===== src/logic/dmc_types_pkg.sv =====
// Delta-modulation channel internal widths, fetch states and address constants
`default_nettype none

package dmc_types_pkg;

	typedef logic [15:0] addr_t;  // Sample fetch address
	typedef logic [11:0] len_t;   // Bytes still to fetch
	typedef logic [8:0]  period_t;  // Rate timer count
	typedef logic [2:0]  bitcnt_t;  // Bits left in the shift register

	typedef enum logic [1:0] {
		FETCH_IDLE    = 2'd0,  // Nothing pending
		FETCH_REQUEST = 2'd1,  // Request up, waiting for ack
		FETCH_HOLDOFF = 2'd2   // Buffer status settles after a commit
	} fetch_state_t;

	// Output step period in APU cycles, one entry per rate index
	localparam period_t RATE_PERIOD [16] = '{
		9'd214, 9'd190, 9'd170, 9'd160,
		9'd143, 9'd127, 9'd113, 9'd107,
		9'd95,  9'd80,  9'd71,  9'd64,
		9'd53,  9'd42,  9'd36,  9'd27
	};

	localparam addr_t ADDR_BASE = 16'hC000;  // Address of $4012 = 0
	localparam addr_t ADDR_WRAP = 16'h8000;  // Follows 16'hFFFF

	localparam int ADDR_UNIT = 64;  // Address step per $4012 unit
	localparam int LEN_UNIT  = 16;  // Length step per $4013 unit

endpackage

`default_nettype wire


===== src/logic/dmc_regs_pkg.sv =====
// Delta-modulation channel register fields and register-facing vector types
`default_nettype none

package dmc_regs_pkg;

	// Byte written by the CPU to a channel register
	typedef logic [7:0] reg_byte_t;

	// Rate select, indexes the period table
	typedef logic [3:0] rate_idx_t;

	// Output level fed to the DAC
	typedef logic [6:0] level_t;

	// $4010 fields
	localparam int CTRL_IRQ_EN_BIT = 7;
	localparam int CTRL_LOOP_BIT   = 6;

	// $4015 field for this channel
	localparam int STATUS_ENABLE_BIT = 4;

	// Highest level that may still rise by 2
	localparam level_t LEVEL_MAX_STEP_UP = 7'd125;

endpackage

`default_nettype wire

===== src/logic/dmc_channel.sv =====
// Delta-modulation sample channel top with the $4010 control register
`default_nettype none

module dmc_channel (
	input  logic                    aclk,
	input  logic                    rst_n,
	input  logic                    w4010,
	input  logic                    w4011,
	input  logic                    w4012,
	input  logic                    w4013,
	input  logic                    w4015,
	input  dmc_regs_pkg::reg_byte_t wdata,
	input  logic                    dma_ack,
	input  dmc_regs_pkg::reg_byte_t dma_data,
	output logic                    dma_req,
	output dmc_types_pkg::addr_t    dma_addr,
	output logic                    irq,
	output logic                    status_active,
	output dmc_regs_pkg::level_t    level
);

	import dmc_regs_pkg::*;

	rate_idx_t rate;
	logic      loop_en;
	logic      irq_en;
	logic      byte_commit;
	logic      buffer_empty;
	logic      step_tick;

	// $4010 rate, loop and IRQ enable
	always_ff @(posedge aclk) begin
		if (!rst_n) begin
			rate    <= '0;
			loop_en <= 1'b0;
			irq_en  <= 1'b0;
		end else if (w4010) begin
			rate    <= wdata[3:0];
			loop_en <= wdata[CTRL_LOOP_BIT];
			irq_en  <= wdata[CTRL_IRQ_EN_BIT];
		end
	end

	dmc_fetch_fsm i_fetch_fsm (
		.aclk          (aclk),
		.rst_n         (rst_n),
		.buffer_empty  (buffer_empty),
		.status_active (status_active),
		.dma_ack       (dma_ack),
		.dma_req       (dma_req),
		.byte_commit   (byte_commit)
	);

	dmc_rate_timer i_rate_timer (
		.aclk      (aclk),
		.rst_n     (rst_n),
		.rate      (rate),
		.step_tick (step_tick)
	);

	dmc_sample_reader i_sample_reader (
		.aclk          (aclk),
		.rst_n         (rst_n),
		.w4012         (w4012),
		.w4013         (w4013),
		.w4015         (w4015),
		.wdata         (wdata),
		.loop_en       (loop_en),
		.irq_en        (irq_en),
		.byte_commit   (byte_commit),
		.dma_addr      (dma_addr),
		.status_active (status_active),
		.irq           (irq)
	);

	dmc_output_unit i_output_unit (
		.aclk         (aclk),
		.rst_n        (rst_n),
		.w4011        (w4011),
		.wdata        (wdata),
		.byte_commit  (byte_commit),
		.dma_data     (dma_data),
		.step_tick    (step_tick),
		.buffer_empty (buffer_empty),
		.level        (level)
	);

endmodule

`default_nettype wire


===== src/logic/dmc_output_unit.sv =====
// Sample buffer, shift register, bit counter, silence flag and delta level counter
`default_nettype none

module dmc_output_unit (
	input  logic                    aclk,
	input  logic                    rst_n,
	input  logic                    w4011,
	input  dmc_regs_pkg::reg_byte_t wdata,
	input  logic                    byte_commit,
	input  dmc_regs_pkg::reg_byte_t dma_data,
	input  logic                    step_tick,
	output logic                    buffer_empty,
	output dmc_regs_pkg::level_t    level
);

	import dmc_regs_pkg::*;
	import dmc_types_pkg::*;

	reg_byte_t sample_buf;
	reg_byte_t shift_reg;
	logic      buf_full;
	bitcnt_t   bit_cnt;
	logic      silent;
	level_t    level_q;
	logic      cycle_end;
	logic      out_bit;

	// Last bit of the current 8-bit cycle is being played
	assign cycle_end = step_tick && (bit_cnt == '0);
	assign out_bit   = shift_reg[0];

	always_ff @(posedge aclk) begin
		if (!rst_n) begin
			buf_full <= 1'b0;
			bit_cnt  <= '0;
			silent   <= 1'b1;
		end else begin
			if (byte_commit) begin
				buf_full <= 1'b1;
			end
			if (step_tick) begin
				bit_cnt <= bit_cnt - bitcnt_t'(1);  // Wraps to 7 at cycle end
			end
			if (cycle_end) begin
				silent <= !buf_full;
				if (buf_full) begin
					buf_full <= 1'b0;  // Byte moves to the shifter
				end
			end
		end
	end

	// Data path
	always_ff @(posedge aclk) begin
		if (byte_commit) begin
			sample_buf <= dma_data;
		end
		if (cycle_end && buf_full) begin
			shift_reg <= sample_buf;
		end else if (step_tick) begin
			shift_reg <= {1'b0, shift_reg[7:1]};  // LSB first
		end
	end

	// Delta counter, clamped at both ends
	always_ff @(posedge aclk) begin
		if (!rst_n) begin
			level_q <= '0;
		end else if (w4011) begin
			level_q <= level_t'(wdata[6:0]);  // Direct load wins over a step
		end else if (step_tick && !silent) begin
			if (out_bit && (level_q <= LEVEL_MAX_STEP_UP)) begin
				level_q <= level_q + level_t'(2);
			end else if (!out_bit && (level_q >= level_t'(2))) begin
				level_q <= level_q - level_t'(2);
			end
		end
	end

	assign buffer_empty = !buf_full;
	assign level        = level_q;

endmodule

`default_nettype wire


===== src/logic/dmc_sample_reader.sv =====
// Sample address and bytes-remaining counters with loop restart and IRQ flag
`default_nettype none

module dmc_sample_reader (
	input  logic                    aclk,
	input  logic                    rst_n,
	input  logic                    w4012,
	input  logic                    w4013,
	input  logic                    w4015,
	input  dmc_regs_pkg::reg_byte_t wdata,
	input  logic                    loop_en,
	input  logic                    irq_en,
	input  logic                    byte_commit,
	output dmc_types_pkg::addr_t    dma_addr,
	output logic                    status_active,
	output logic                    irq
);

	import dmc_regs_pkg::*;
	import dmc_types_pkg::*;

	reg_byte_t start_reg;  // $4012
	reg_byte_t len_reg;    // $4013
	addr_t     addr_cnt;
	len_t      remain;
	logic      irq_flag;
	addr_t     start_addr;
	len_t      start_len;
	logic      last_byte;

	assign start_addr = ADDR_BASE + addr_t'(start_reg) * addr_t'(ADDR_UNIT);
	assign start_len  = len_t'(len_reg) * len_t'(LEN_UNIT) + len_t'(1);
	assign last_byte  = (remain == len_t'(1));

	always_ff @(posedge aclk) begin
		if (!rst_n) begin
			start_reg <= '0;
			len_reg   <= '0;
			addr_cnt  <= ADDR_BASE;
			remain    <= '0;
			irq_flag  <= 1'b0;
		end else begin
			if (w4012) begin
				start_reg <= wdata;
			end
			if (w4013) begin
				len_reg <= wdata;
			end
			if (byte_commit) begin
				addr_cnt <= (addr_cnt == 16'hFFFF) ? ADDR_WRAP : addr_cnt + addr_t'(1);
				remain   <= remain - len_t'(1);
				if (last_byte && loop_en) begin  // Loop back to the start
					addr_cnt <= start_addr;
					remain   <= start_len;
				end else if (last_byte && irq_en) begin
					irq_flag <= 1'b1;
				end
			end
			if (w4015) begin
				irq_flag <= 1'b0;
				if (!wdata[STATUS_ENABLE_BIT]) begin
					remain <= '0;
				end else if (remain == '0) begin  // Restart only when idle
					addr_cnt <= start_addr;
					remain   <= start_len;
				end
			end
			if (!irq_en) begin
				irq_flag <= 1'b0;  // IRQ enable low holds the flag clear
			end
		end
	end

	assign dma_addr      = addr_cnt;
	assign status_active = (remain != '0);
	assign irq           = irq_flag;

	// Fetch sequencer only commits while bytes are left
	a_commit_active: assert property (
		@(posedge aclk) disable iff (!rst_n)
		byte_commit |-> (remain != '0)
	) else $error("byte_commit with no bytes remaining");

endmodule

`default_nettype wire


===== src/logic/dmc_rate_timer.sv =====
// Output step timer, a down-counter reloaded from the rate period table
`default_nettype none

module dmc_rate_timer (
	input  logic                    aclk,
	input  logic                    rst_n,
	input  dmc_regs_pkg::rate_idx_t rate,
	output logic                    step_tick
);

	import dmc_types_pkg::*;

	period_t count;
	period_t reload;

	// Tick cycle plus reload value gives one full period
	assign reload = RATE_PERIOD[rate] - period_t'(1);

	assign step_tick = (count == '0);

	always_ff @(posedge aclk) begin
		if (!rst_n) begin
			count <= '0;
		end else if (step_tick) begin
			count <= reload;  // Rate change lands here
		end else begin
			count <= count - period_t'(1);
		end
	end

endmodule

`default_nettype wire


===== src/logic/dmc_fetch_fsm.sv =====
// Sample fetch sequencer that raises memory requests and commits returned bytes
`default_nettype none

module dmc_fetch_fsm (
	input  logic aclk,
	input  logic rst_n,
	input  logic buffer_empty,
	input  logic status_active,
	input  logic dma_ack,
	output logic dma_req,
	output logic byte_commit
);

	import dmc_types_pkg::*;

	fetch_state_t state;
	fetch_state_t state_next;

	always_comb begin
		state_next = state;
		case (state)
			FETCH_IDLE: begin
				if (buffer_empty && status_active) begin  // Byte needed and one left
					state_next = FETCH_REQUEST;
				end
			end
			FETCH_REQUEST: begin
				if (dma_ack) begin
					state_next = FETCH_HOLDOFF;
				end
			end
			FETCH_HOLDOFF: begin
				state_next = FETCH_IDLE;  // Single settle cycle
			end
			default: begin
				state_next = FETCH_IDLE;
			end
		endcase
	end

	always_ff @(posedge aclk) begin
		if (!rst_n) begin
			state <= FETCH_IDLE;
		end else begin
			state <= state_next;
		end
	end

	assign dma_req     = (state == FETCH_REQUEST);
	assign byte_commit = (state == FETCH_REQUEST) && dma_ack;  // Same cycle as ack

	// Memory side may only answer a pending request
	a_ack_in_request: assert property (
		@(posedge aclk) disable iff (!rst_n)
		dma_ack |-> (state == FETCH_REQUEST)
	) else $error("dma_ack without a pending request");

endmodule

`default_nettype wire


===== config.mk =====
export PLATFORM = sky130hd
export DESIGN_NAME = dmc_channel
export DESIGN_NICKNAME = d
export VERILOG_FILES = /design/src/logic/dmc_types_pkg.sv /design/src/logic/dmc_regs_pkg.sv /design/src/logic/dmc_channel.sv /design/src/logic/dmc_output_unit.sv /design/src/logic/dmc_sample_reader.sv /design/src/logic/dmc_rate_timer.sv /design/src/logic/dmc_fetch_fsm.sv
export SDC_FILE = /design/constraint.sdc
export NUM_CORES = 1
export LEC_CHECK = 0
export BUFFER_PORTS_ARGS = -buffer_cell sky130_fd_sc_hd__buf_2
export CAP_MARGIN = 10
export CORE_MARGIN = 10
export CORE_UTILIZATION = 45
export DETAILED_ROUTE_END_ITERATION = 8
export PLACE_DENSITY = 0.68
export SETUP_SLACK_MARGIN = 0.15
export SLEW_MARGIN = 20
export SYNTH_ARGS = -nofsm -noshare
export SYNTH_HDL_FRONTEND = slang
export SYNTH_SLANG_ARGS = --single-unit

===== constraint.sdc =====
create_clock -name aclk -period 3.8 [get_ports aclk]
set_input_delay 0.76 -clock aclk [delete_from_list [all_inputs] [get_ports aclk]]
set_output_delay 0.76 -clock aclk [all_outputs]
set_load 0.02 [all_outputs]

==> impl_metrics.ini, run 1 <==
[synthesis]
synth_common_cells = dfxtp_1, nor2_1, a21oi_1, nand2_1, mux2i_1
synth.area.top_cells = dfxtp_1, edfxtp_1, mux2i_1
async_flop_share_pct = 0
yosys_register_bits = 90
synth_edf_count = 16
syn_inst = 500
synth.yosys.warnings = 0
yosysMostFrequentCell = dfxtp_1
synth_seq_area_share_pct = 43.5
syn_area_um2 = 4510
syn_nets = 537
avgSynthCellArea_um2 = 9.03
synth_ff_type = dfxtp_1
synth_cell_types = 61
yosysTopAreaCellShare_pct = 32.8
synth_largest_area_cell = dfxtp_1

[placed_design]
placed_area_um2 = 4860
finalWeightedCongestion = 0.893
port_buffers = 49
dpl.hpwl_mm = 7.70

[floorplanning]
die_w_um = 120
pin_count = 50
die-area_um2 = 14400
start_util_pct = 46.2
die_y_um = 120
core-area_um2 = 9770
row_count = 36

[critical_path]
worstPathRequired_ns = 3.04
critPathCaptureType = output port
cp_max_fo = 5
r2r-start = rate[0]$_SDFFE_PN0P_
startpoint_type = flop
slowest_delay_ns = 0.60
cp_data_arrival_time_ns = 2.06
r2r_cells = 11
r2r_slack_ns = 1.29
r2r-end = i_rate_timer.count[8]$_SDFF_PN0_
crit_type = flop to output port
crit_buf_inv = 1
cp_top_family = simple AND/OR/NAND/NOR gates
cp_cell_sequence = or4_4 -> nor4_4 -> nand2_1 -> buf_2
cp_slowest_cell = or4_4

[global_route]
overflow = 0
grt_max_degree = 27
antenna_found_initial = 0
track_usage_pct = 14.6
grt_pass1_vias = 3591
grt_pass1_wl_mm = 17.5

[timing]
slew_headroom_pct = 45.5
slew_viol_final = 0
period_share_pct = 74.2
fin_skew_ns = 0.0102
holdWs_ns = 0.439
clock.fmax_mhz = 355
setup-tns-final_ns = 0
finalHoldViolations = 0
worstMarginPinSlew_ns = 0.811
finalSetupViolCount = 0
min_period_ns = 2.82
rsz0062_at_grt = no

[clock_network]
htreeDepth = 3
cts_tree = built
ctsResizeCount = 0
cts_inserted_buffers = 9
clockRootBuffer = clkbuf_8
cts_post_setup_buffers_inserted = 0
cts_hold_buf = 0
clkSinkCount = 90
clkLatencyLatePin_ns = 0.36
cts_buffer_depth = 2
path_clk_slew_ns = 0.09

[power]
powerDensity_nw_per_um2 = 602
power_mw = 3.05
vdd.ir_drop.worst_uv = 266
leakage_nw = 1.95

[hold_path]
worstHoldPathType = flop to flop
hold_path_end = i_fetch_fsm.state[0]$_SDFFE_PN0P_
min_from = i_fetch_fsm.state[1]$_SDFFE_PN0P_
min_path_cells = 1

[cells_and_area]
final_nets = 580
stdcell_area_um2 = 5080
n_fill_cell = 906
drive_gt1_share_pct = 16.4
area_growth_pct = 12.5
largest_reg_flops = 16
num_antenna_cells = 0

[routing]
viasPerCell = 5.36
wirelength_mm = 10.4
vias = 3651
drtIter0Drc = 176
dr.pass1.iters = 4
ant_nets = 0
drc = 0
wire_per_inst_um = 15.3

[outcome]
status = finished, final reports clean

[flow_run]
cap_violations = 0
power by group:
group	switching, mW	total [mW]	internal (mW)	leakage (nW)
Clock	0.349	0.717	0.369	0.0994
Sequential	0.130	1.28	1.15	0.754
Combinational	0.623	1.06	0.437	1.09
Total	1.10	3.05	1.95	1.95
layout by cell type, fill, tap and decap left out, types with 5 or more instances in the layout:
cell type / netlist / routed
buf_2: 3 / 49
xnor2_1: 17 / 17
clkbuf_8: 0 / 9
mux2i_1: 26 / 26
dfxtp_1: 74 / 74
ha_1: 13 / 13
nand2_1: 34 / 34
nand3b_1: 5 / 5
edfxtp_1: 16 / 16
nand3_1: 21 / 21
a211oi_1: 9 / 9
a31oi_1: 9 / 9
a21oi_1: 34 / 34
nor3_1: 19 / 19
xor2_1: 6 / 6
nand4_1: 8 / 8
o21ai_0: 23 / 23
nand2b_1: 6 / 6
nor2_1: 69 / 69
buf_4: 0 / 5
inv_1: 20 / 20
mux2_2: 7 / 7
a32oi_1: 5 / 5
layout make-up:
cell class	instances	area (µm²)	area share, %
Inverter	20	75.1	1.48
Clock buffer	9	124	2.44
Clock inverter	7	92.6	1.82
Sequential cell	90	1960	38.6
Tap cell	133	166	3.28
Timing Repair Buffer	54	283	5.57
Multi-Input combinational cell	368	2380	46.8
layer usage:
layer | wire length, µm | global-route usage [%]
met5 | 0 | 0
met4 | 153 | 5.28
met3 | 319 | 2.58
met2 | 5250 | 25.2
met1 | 4670 | 17.7
worst max path at each step:
stage / start / endpoint / slack, ns / cells past startpoint
floorplan: i_rate_timer.count[6]$_SDFF_PN0_ / i_rate_timer.count[8]$_SDFF_PN0_ / 1.40 / 10
global placement: rate[0]$_SDFFE_PN0P_ / i_rate_timer.count[6]$_SDFF_PN0_ / 1.36 / 12
detailed placement: rate[0]$_SDFFE_PN0P_ / i_rate_timer.count[8]$_SDFF_PN0_ / 1.29 / 11
CTS: i_sample_reader.remain[4]$_SDFF_PN0_ / status_active / 0.98 / 4
global route: i_sample_reader.remain[4]$_SDFF_PN0_ / status_active / 0.88 / 4
finish: i_sample_reader.remain[4]$_SDFF_PN0_ / status_active / 0.98 / 4
cells by family (layout without fill, tap and decap cells):
family / count (synthesis) / count (layout) / share of synthesized area, %
xor gates and xnor gates: 23 / 23 / 4.46
adders and majority gates: 13 / 13 / 3.60
buffers and inverters: 42 / 90 / 3.91
muxes: 34 / 34 / 8.01
and+or+nand+nor: 191 / 191 / 21.3
DFF: 90 / 90 / 43.5
AOI/OAI and AO/OA: 107 / 107 / 15.2
metrics by stage:
step           util [%]  setup WS (ns)  cells
2_1_floorplan         -           1.40    500
3_3_place_gp       49.7           1.36    665
3_5_place_dp       49.7           1.29    665
4_1_cts            52.0          0.983    681
5_1_grt            52.0          0.881    681
6_report           52.0          0.982    681
(Power assumes the default switching activity.)
==> run 2, diff against run 1 <==
PLACE_DENSITY = 0.7   (was 0.68)
clock period = 2.3 ns   (was 3.8 ns; I/O delays follow)
==> run 2 against run 1 <==
Net effect: first-iteration DRC count decreased by 0.57%; largest cell class unchanged; largest power group is now combinational logic; via count increased by 7.3%; clock power increased by 48%; non-clock buffer count increased by 33; critical endpoint is now i_rate_timer.count[5]$_SDFF_PN0_; core utilization increased by 4.2 points; cell count increased by 4.8%; global-route usage increased by 0.68 points; total power increased by 80%.
==> impl_metrics.ini, run 2 (synthesis results as in run 1) <==
[floorplanning]
core-area_um2 = 9770
die_w_um = 120
row_count = 36
pin_count = 50
die_y_um = 120
start_util_pct = 46.2
die-area_um2 = 14400

[routing]
drc = 0
drtIter0Drc = 175
ant_nets = 0
dr.pass1.iters = 5
viasPerCell = 5.49
wirelength_mm = 11.4
vias = 3918
wire_per_inst_um = 15.9

[power]
intPower_mw = 3.45
powerDensity_nw_per_um2 = 1000
power.switching_mw = 2.05
p_sw_share_pct = 37.3
vdd.ir_drop.worst_uv = 555
share_comb_of_total_power_pct = 42.2
pwr-share-clk_pct = 19.2
leakage_nw = 2.14
seq_power_share_pct = 38.5

[hold_path]
min_path_cells = 1
worstHoldPathType = primary input to flop

[cells_and_area]
num_antenna_cells = 0
layout_common_cells = nor2_1, dfxtp_1, buf_2, a21oi_1
final_nets = 613
area_growth_pct = 21.7
drive_gt1_share_pct = 27.0
fin_cells = 714
largest_reg_flops = 16

[timing]
setup-tns-final_ns = 0
rsz0062_at_grt = yes
slew_headroom_pct = 24.4
clock.fmax_mhz = 440
fin_skew_ns = 0.0100
min_period_ns = 2.28
period_share_pct = 98.9
holdWs_ns = 0.256
worstMarginPinSlew_ns = 1.12
finalHoldViolations = 0
finalSetupViolCount = 0
slew_viol_final = 0

[critical_path]
cp_max_fo = 5
crit_type = flop to flop
critPathCaptureType = flop
worstPathRequired_ns = 2.56
startpoint_type = flop
cp_data_arrival_time_ns = 2.53
r2r_cells = 7

[placed_design]
placedCellCount = 680
port_buffers = 49
finalWeightedCongestion = 0.873
dpl.hpwl_mm = 7.98

[global_route]
overflow = 0
grt_pass1_vias = 3829
track_usage_pct = 15.3
grt_pass1_wl_mm = 18.4
antenna_found_initial = 0
grt_max_degree = 30

[clock_network]
path_clk_slew_ns = 0.10
cts_hold_buf = 0
cts_inserted_buffers = 9
cts_buffer_depth = 2
clkSinkCount = 90
clockRootBuffer = clkbuf_8
clkLatencyLatePin_ns = 0.37
cts_tree = built
htreeDepth = 3

[outcome]
status = finished, final reports clean

[flow_run]
cap_violations = 0
==> run 2: cell count changes in the layout (fill, tap and decap cells not counted), moves of 4 or more <==
cell	change
dfxtp_1	-7
dfxtp_2	+5
nand2_1	-4
buf_4	+25
buf_6	+9
inv_1	-6
nand2_2	+4
ha_1	-5
ha_4	+4
==> run 2: final cells by class <==
type                            instances  area (µm²)
Clock buffer                            9         124
Clock inverter                          7        67.6
Fill cell                             888        4280
Inverter                               20        82.6
Multi-Input combinational cell        368        2510
Sequential cell                        90        1980
Tap cell                              133         166
Timing Repair Buffer                   87         567
==> run 2: routing by layer <==
metal,part of all wire [%],global-route usage (%)
met3,4.1,2.95
met5,0,0
met2,53,27.9
met4,1.2,5.35
met1,41,17.2
==> run 2: critical path, cell delays in order, from the launching register on <==
cell and delay (ns):
dfxtp_4 0.41, inv_4 0.05, ha_4 0.25, mux4_2 0.47, o211ai_1 0.28, or4b_4 0.52, xnor2_2 0.13, nor2_1 0.05
==> run 2: path summary, 6_finish.rpt <==
| kind | startpoint | endpoint | slack, ns |
|---|---|---|---|
| max | rate[1]$_SDFFE_PN0P_ | i_rate_timer.count[5]$_SDFF_PN0_ | 0.02 |
| min | dma_data[2] | i_output_unit.sample_buf[2]$_DFFE_PP_ | 0.26 |
| max reg2reg | rate[1]$_SDFFE_PN0P_ | i_rate_timer.count[5]$_SDFF_PN0_ | 0.02 |
| min reg2reg | i_fetch_fsm.state[1]$_SDFFE_PN0P_ | i_fetch_fsm.state[0]$_SDFFE_PN0P_ | 0.42 |
==> run 2: repair_timing <==
action / CTS / global route
setup endpoints to repair: 12 / 31
pin swaps: 8 / 22
buffers inserted: 14 / 4
gates cloned: 0 / 0
gates resized for setup: 20 / 31
==> run 2: power by group through the flow <==
| stage | Sequential (mW) | Clock (mW) | Combinational (mW) |
|---|---|---|---|
| after floorplan | 2.11 | 0 | 1.39 |
| after global placement | 2.12 | 0 | 1.84 |
| after detailed placement | 2.13 | 0 | 1.90 |
| after CTS | 2.10 | 1.07 | 2.17 |
| after global routing | 2.15 | 1.15 | 2.55 |
| final | 2.12 | 1.06 | 2.32 |
==> run 2: metrics by stage <==
step / power [mW] / worst slack, ns / instance area, µm² / utilization, %
6_report: 5.50 / 0.0248 / 5490 / 56.2
5_1_grt: 5.85 / -0.0531 / 5490 / 56.2
4_1_cts: 5.34 / -0.00876 / 5360 / 54.8
3_5_place_dp: 4.03 / -0.0392 / 4990 / 51.1
3_3_place_gp: 3.96 / 0.0848 / 4990 / 51.1
2_1_floorplan: 3.50 / 0.166 / 4530 / -
==> run 3, diff against run 2 <==
MAX_ROUTING_LAYER = met4   (was default)
==> run 3 against run 2 <==
Net effect: die area did not move; critical endpoint is now status_active; worst setup slack improved by 0.042 ns; combinational power rose by 5%; hold slack improved by 0.0099 ns; clock power rose by 15%.
==> impl_metrics.ini, run 3 (synthesis results as in run 1) <==
[outcome]
status = finished, final reports clean

[floorplanning]
die_w_um = 120
row_count = 36
die-area_um2 = 14400
core-area_um2 = 9770
start_util_pct = 46.2
die_y_um = 120
pin_count = 50

[critical_path]
cp.depth = 4
cp_cell_sequence = or4_4 -> nor4_4 -> nand2_2 -> buf_6
endpoint = status_active
cp_slowest_cell = or4_4
cp_max_fo = 2
worstPathRequired_ns = 1.84
r2r-start = rate[1]$_SDFFE_PN0P_
r2r_slack_ns = 0.07
crit_buf_inv = 1
critPathCaptureType = output port
r2r_cells = 7
cp_data_arrival_time_ns = 1.77
cp_top_family = simple AND/OR/NAND/NOR gates
slowest_delay_ns = 0.56
crit_type = flop to output port
startpoint_type = flop
critPathLaunch = i_sample_reader.remain[5]$_SDFF_PN0_
r2r-end = i_rate_timer.count[5]$_SDFF_PN0_

[placed_design]
placed_area_um2 = 4980
post-place-ws_ns = -0.0367
finalWeightedCongestion = 0.877
port_buffers = 49
placedCellCount = 679
dpl.hpwl_mm = 7.82

[clock_network]
htreeDepth = 3
clkSinkCount = 90
cts_hold_buf = 0
clkLatencyLatePin_ns = 0.36
cts_tree = built
cts_inserted_buffers = 9
cts_buffer_depth = 2
path_clk_slew_ns = 0.10
clockRootBuffer = clkbuf_8

[cells_and_area]
area_growth_pct = 24.4
final_nets = 623
n_fill_cell = 845
num_antenna_cells = 0
drive_gt1_share_pct = 29.1
layout_common_cells = nor2_1, dfxtp_1, buf_2, buf_4, a21oi_1
largest_reg_flops = 16
fin_cells = 724
stdcell_area_um2 = 5620

[global_route]
grt_max_degree = 30
overflow = 0
antenna_found_initial = 0
grt_pass1_vias = 3849
grt_pass1_wl_mm = 18.6
track_usage_pct = 15.7

[power]
leakage_nw = 2.22
vdd.ir_drop.worst_uv = 543
powerDensity_nw_per_um2 = 1030

[timing]
holdWs_ns = 0.266
period_share_pct = 97.1
finalHoldViolations = 0
fin_skew_ns = 0.0121
clock.fmax_mhz = 448
slew_viol_final = 0
rsz0062_at_grt = yes
worstMarginPinSlew_ns = 0.700
finalSetupViolCount = 0
min_period_ns = 2.23
slew_headroom_pct = 53.0
worst_slack_ns = 0.0670

[routing]
wire_per_inst_um = 15.8
wirelength_mm = 11.4
dr.pass1.iters = 4
drc = 0
drtIter0Drc = 208
ant_nets = 0
vias = 3927
viasPerCell = 5.42

[hold_path]
worstHoldPathType = primary input to flop
min_from = dma_data[2]

[flow_run]
cap_violations = 0
[run 3: layout make-up]
| type | count | area (µm²) | share of cell area (%) |
|---|---|---|---|
| timing repair buffer | 97 | 623 | 11.1 |
| inverter | 20 | 82.6 | 1.47 |
| multi-input combinational | 368 | 2540 | 45.3 |
| tap | 133 | 166 | 2.96 |
| clock inverter | 7 | 98.8 | 1.76 |
| clock buffer | 9 | 124 | 2.21 |
| sequential | 90 | 1980 | 35.2 |
[run 3: worst reg2reg max path, cell delays in order, from the launching register on]
cell	delay [ns]
dfxtp_4	0.40
inv_4	0.05
ha_4	0.24
mux4_2	0.47
o211ai_1	0.25
or4b_4	0.51
xnor2_2	0.14
nor2_1	0.05
[run 3: worst min path at each step]
stage / endpoint / slack [ns] / cells past startpoint
after floorplan: i_fetch_fsm.state[0]$_SDFFE_PN0P_ / 0.40 / 1
after global placement: i_fetch_fsm.state[0]$_SDFFE_PN0P_ / 0.41 / 1
after detailed placement: i_fetch_fsm.state[0]$_SDFFE_PN0P_ / 0.42 / 1
after CTS: i_output_unit.sample_buf[7]$_DFFE_PP_ / 0.26 / 1
after global routing: i_output_unit.sample_buf[4]$_DFFE_PP_ / 0.24 / 1
final: i_output_unit.sample_buf[2]$_DFFE_PP_ / 0.27 / 1
[run 3: stage by stage]
stage / setup TNS, ns / power [mW] / util, %
3_3_place_gp: 0 / 3.96 / 51.0
5_1_grt: -0.153 / 6.14 / 57.5
6_report: 0 / 5.78 / 57.5
3_5_place_dp: -0.0512 / 4.01 / 51.0
4_1_cts: 0 / 5.47 / 55.0
2_1_floorplan: 0 / 3.50 / -
[run 3: power by group]
group	internal, mW	leakage [nW]	switching (mW)
clock network	0.622	0.111	0.596
registers	1.90	0.757	0.221
logic	1.18	1.35	1.26
total	3.70	2.22	2.08
[run 3: metal layers]
| layer | up-vias | global-route usage [%] | part of all wire (%) |
|---|---|---|---|
| met5 | - | - | 0 |
| met4 | 0 | 4.45 | 1.3 |
| met3 | 12 | 3.19 | 3.5 |
| met2 | 86 | 27.2 | 52 |
| met1 | 1857 | 17.9 | 43 |
| li1 | 1972 | - | - |
[run 3: repair_timing]
action	4_1_cts	5_1_grt
pin swaps	8	15
endpoints found under the setup margin	12	40
buffers inserted	17	12
gates resized for setup	13	39
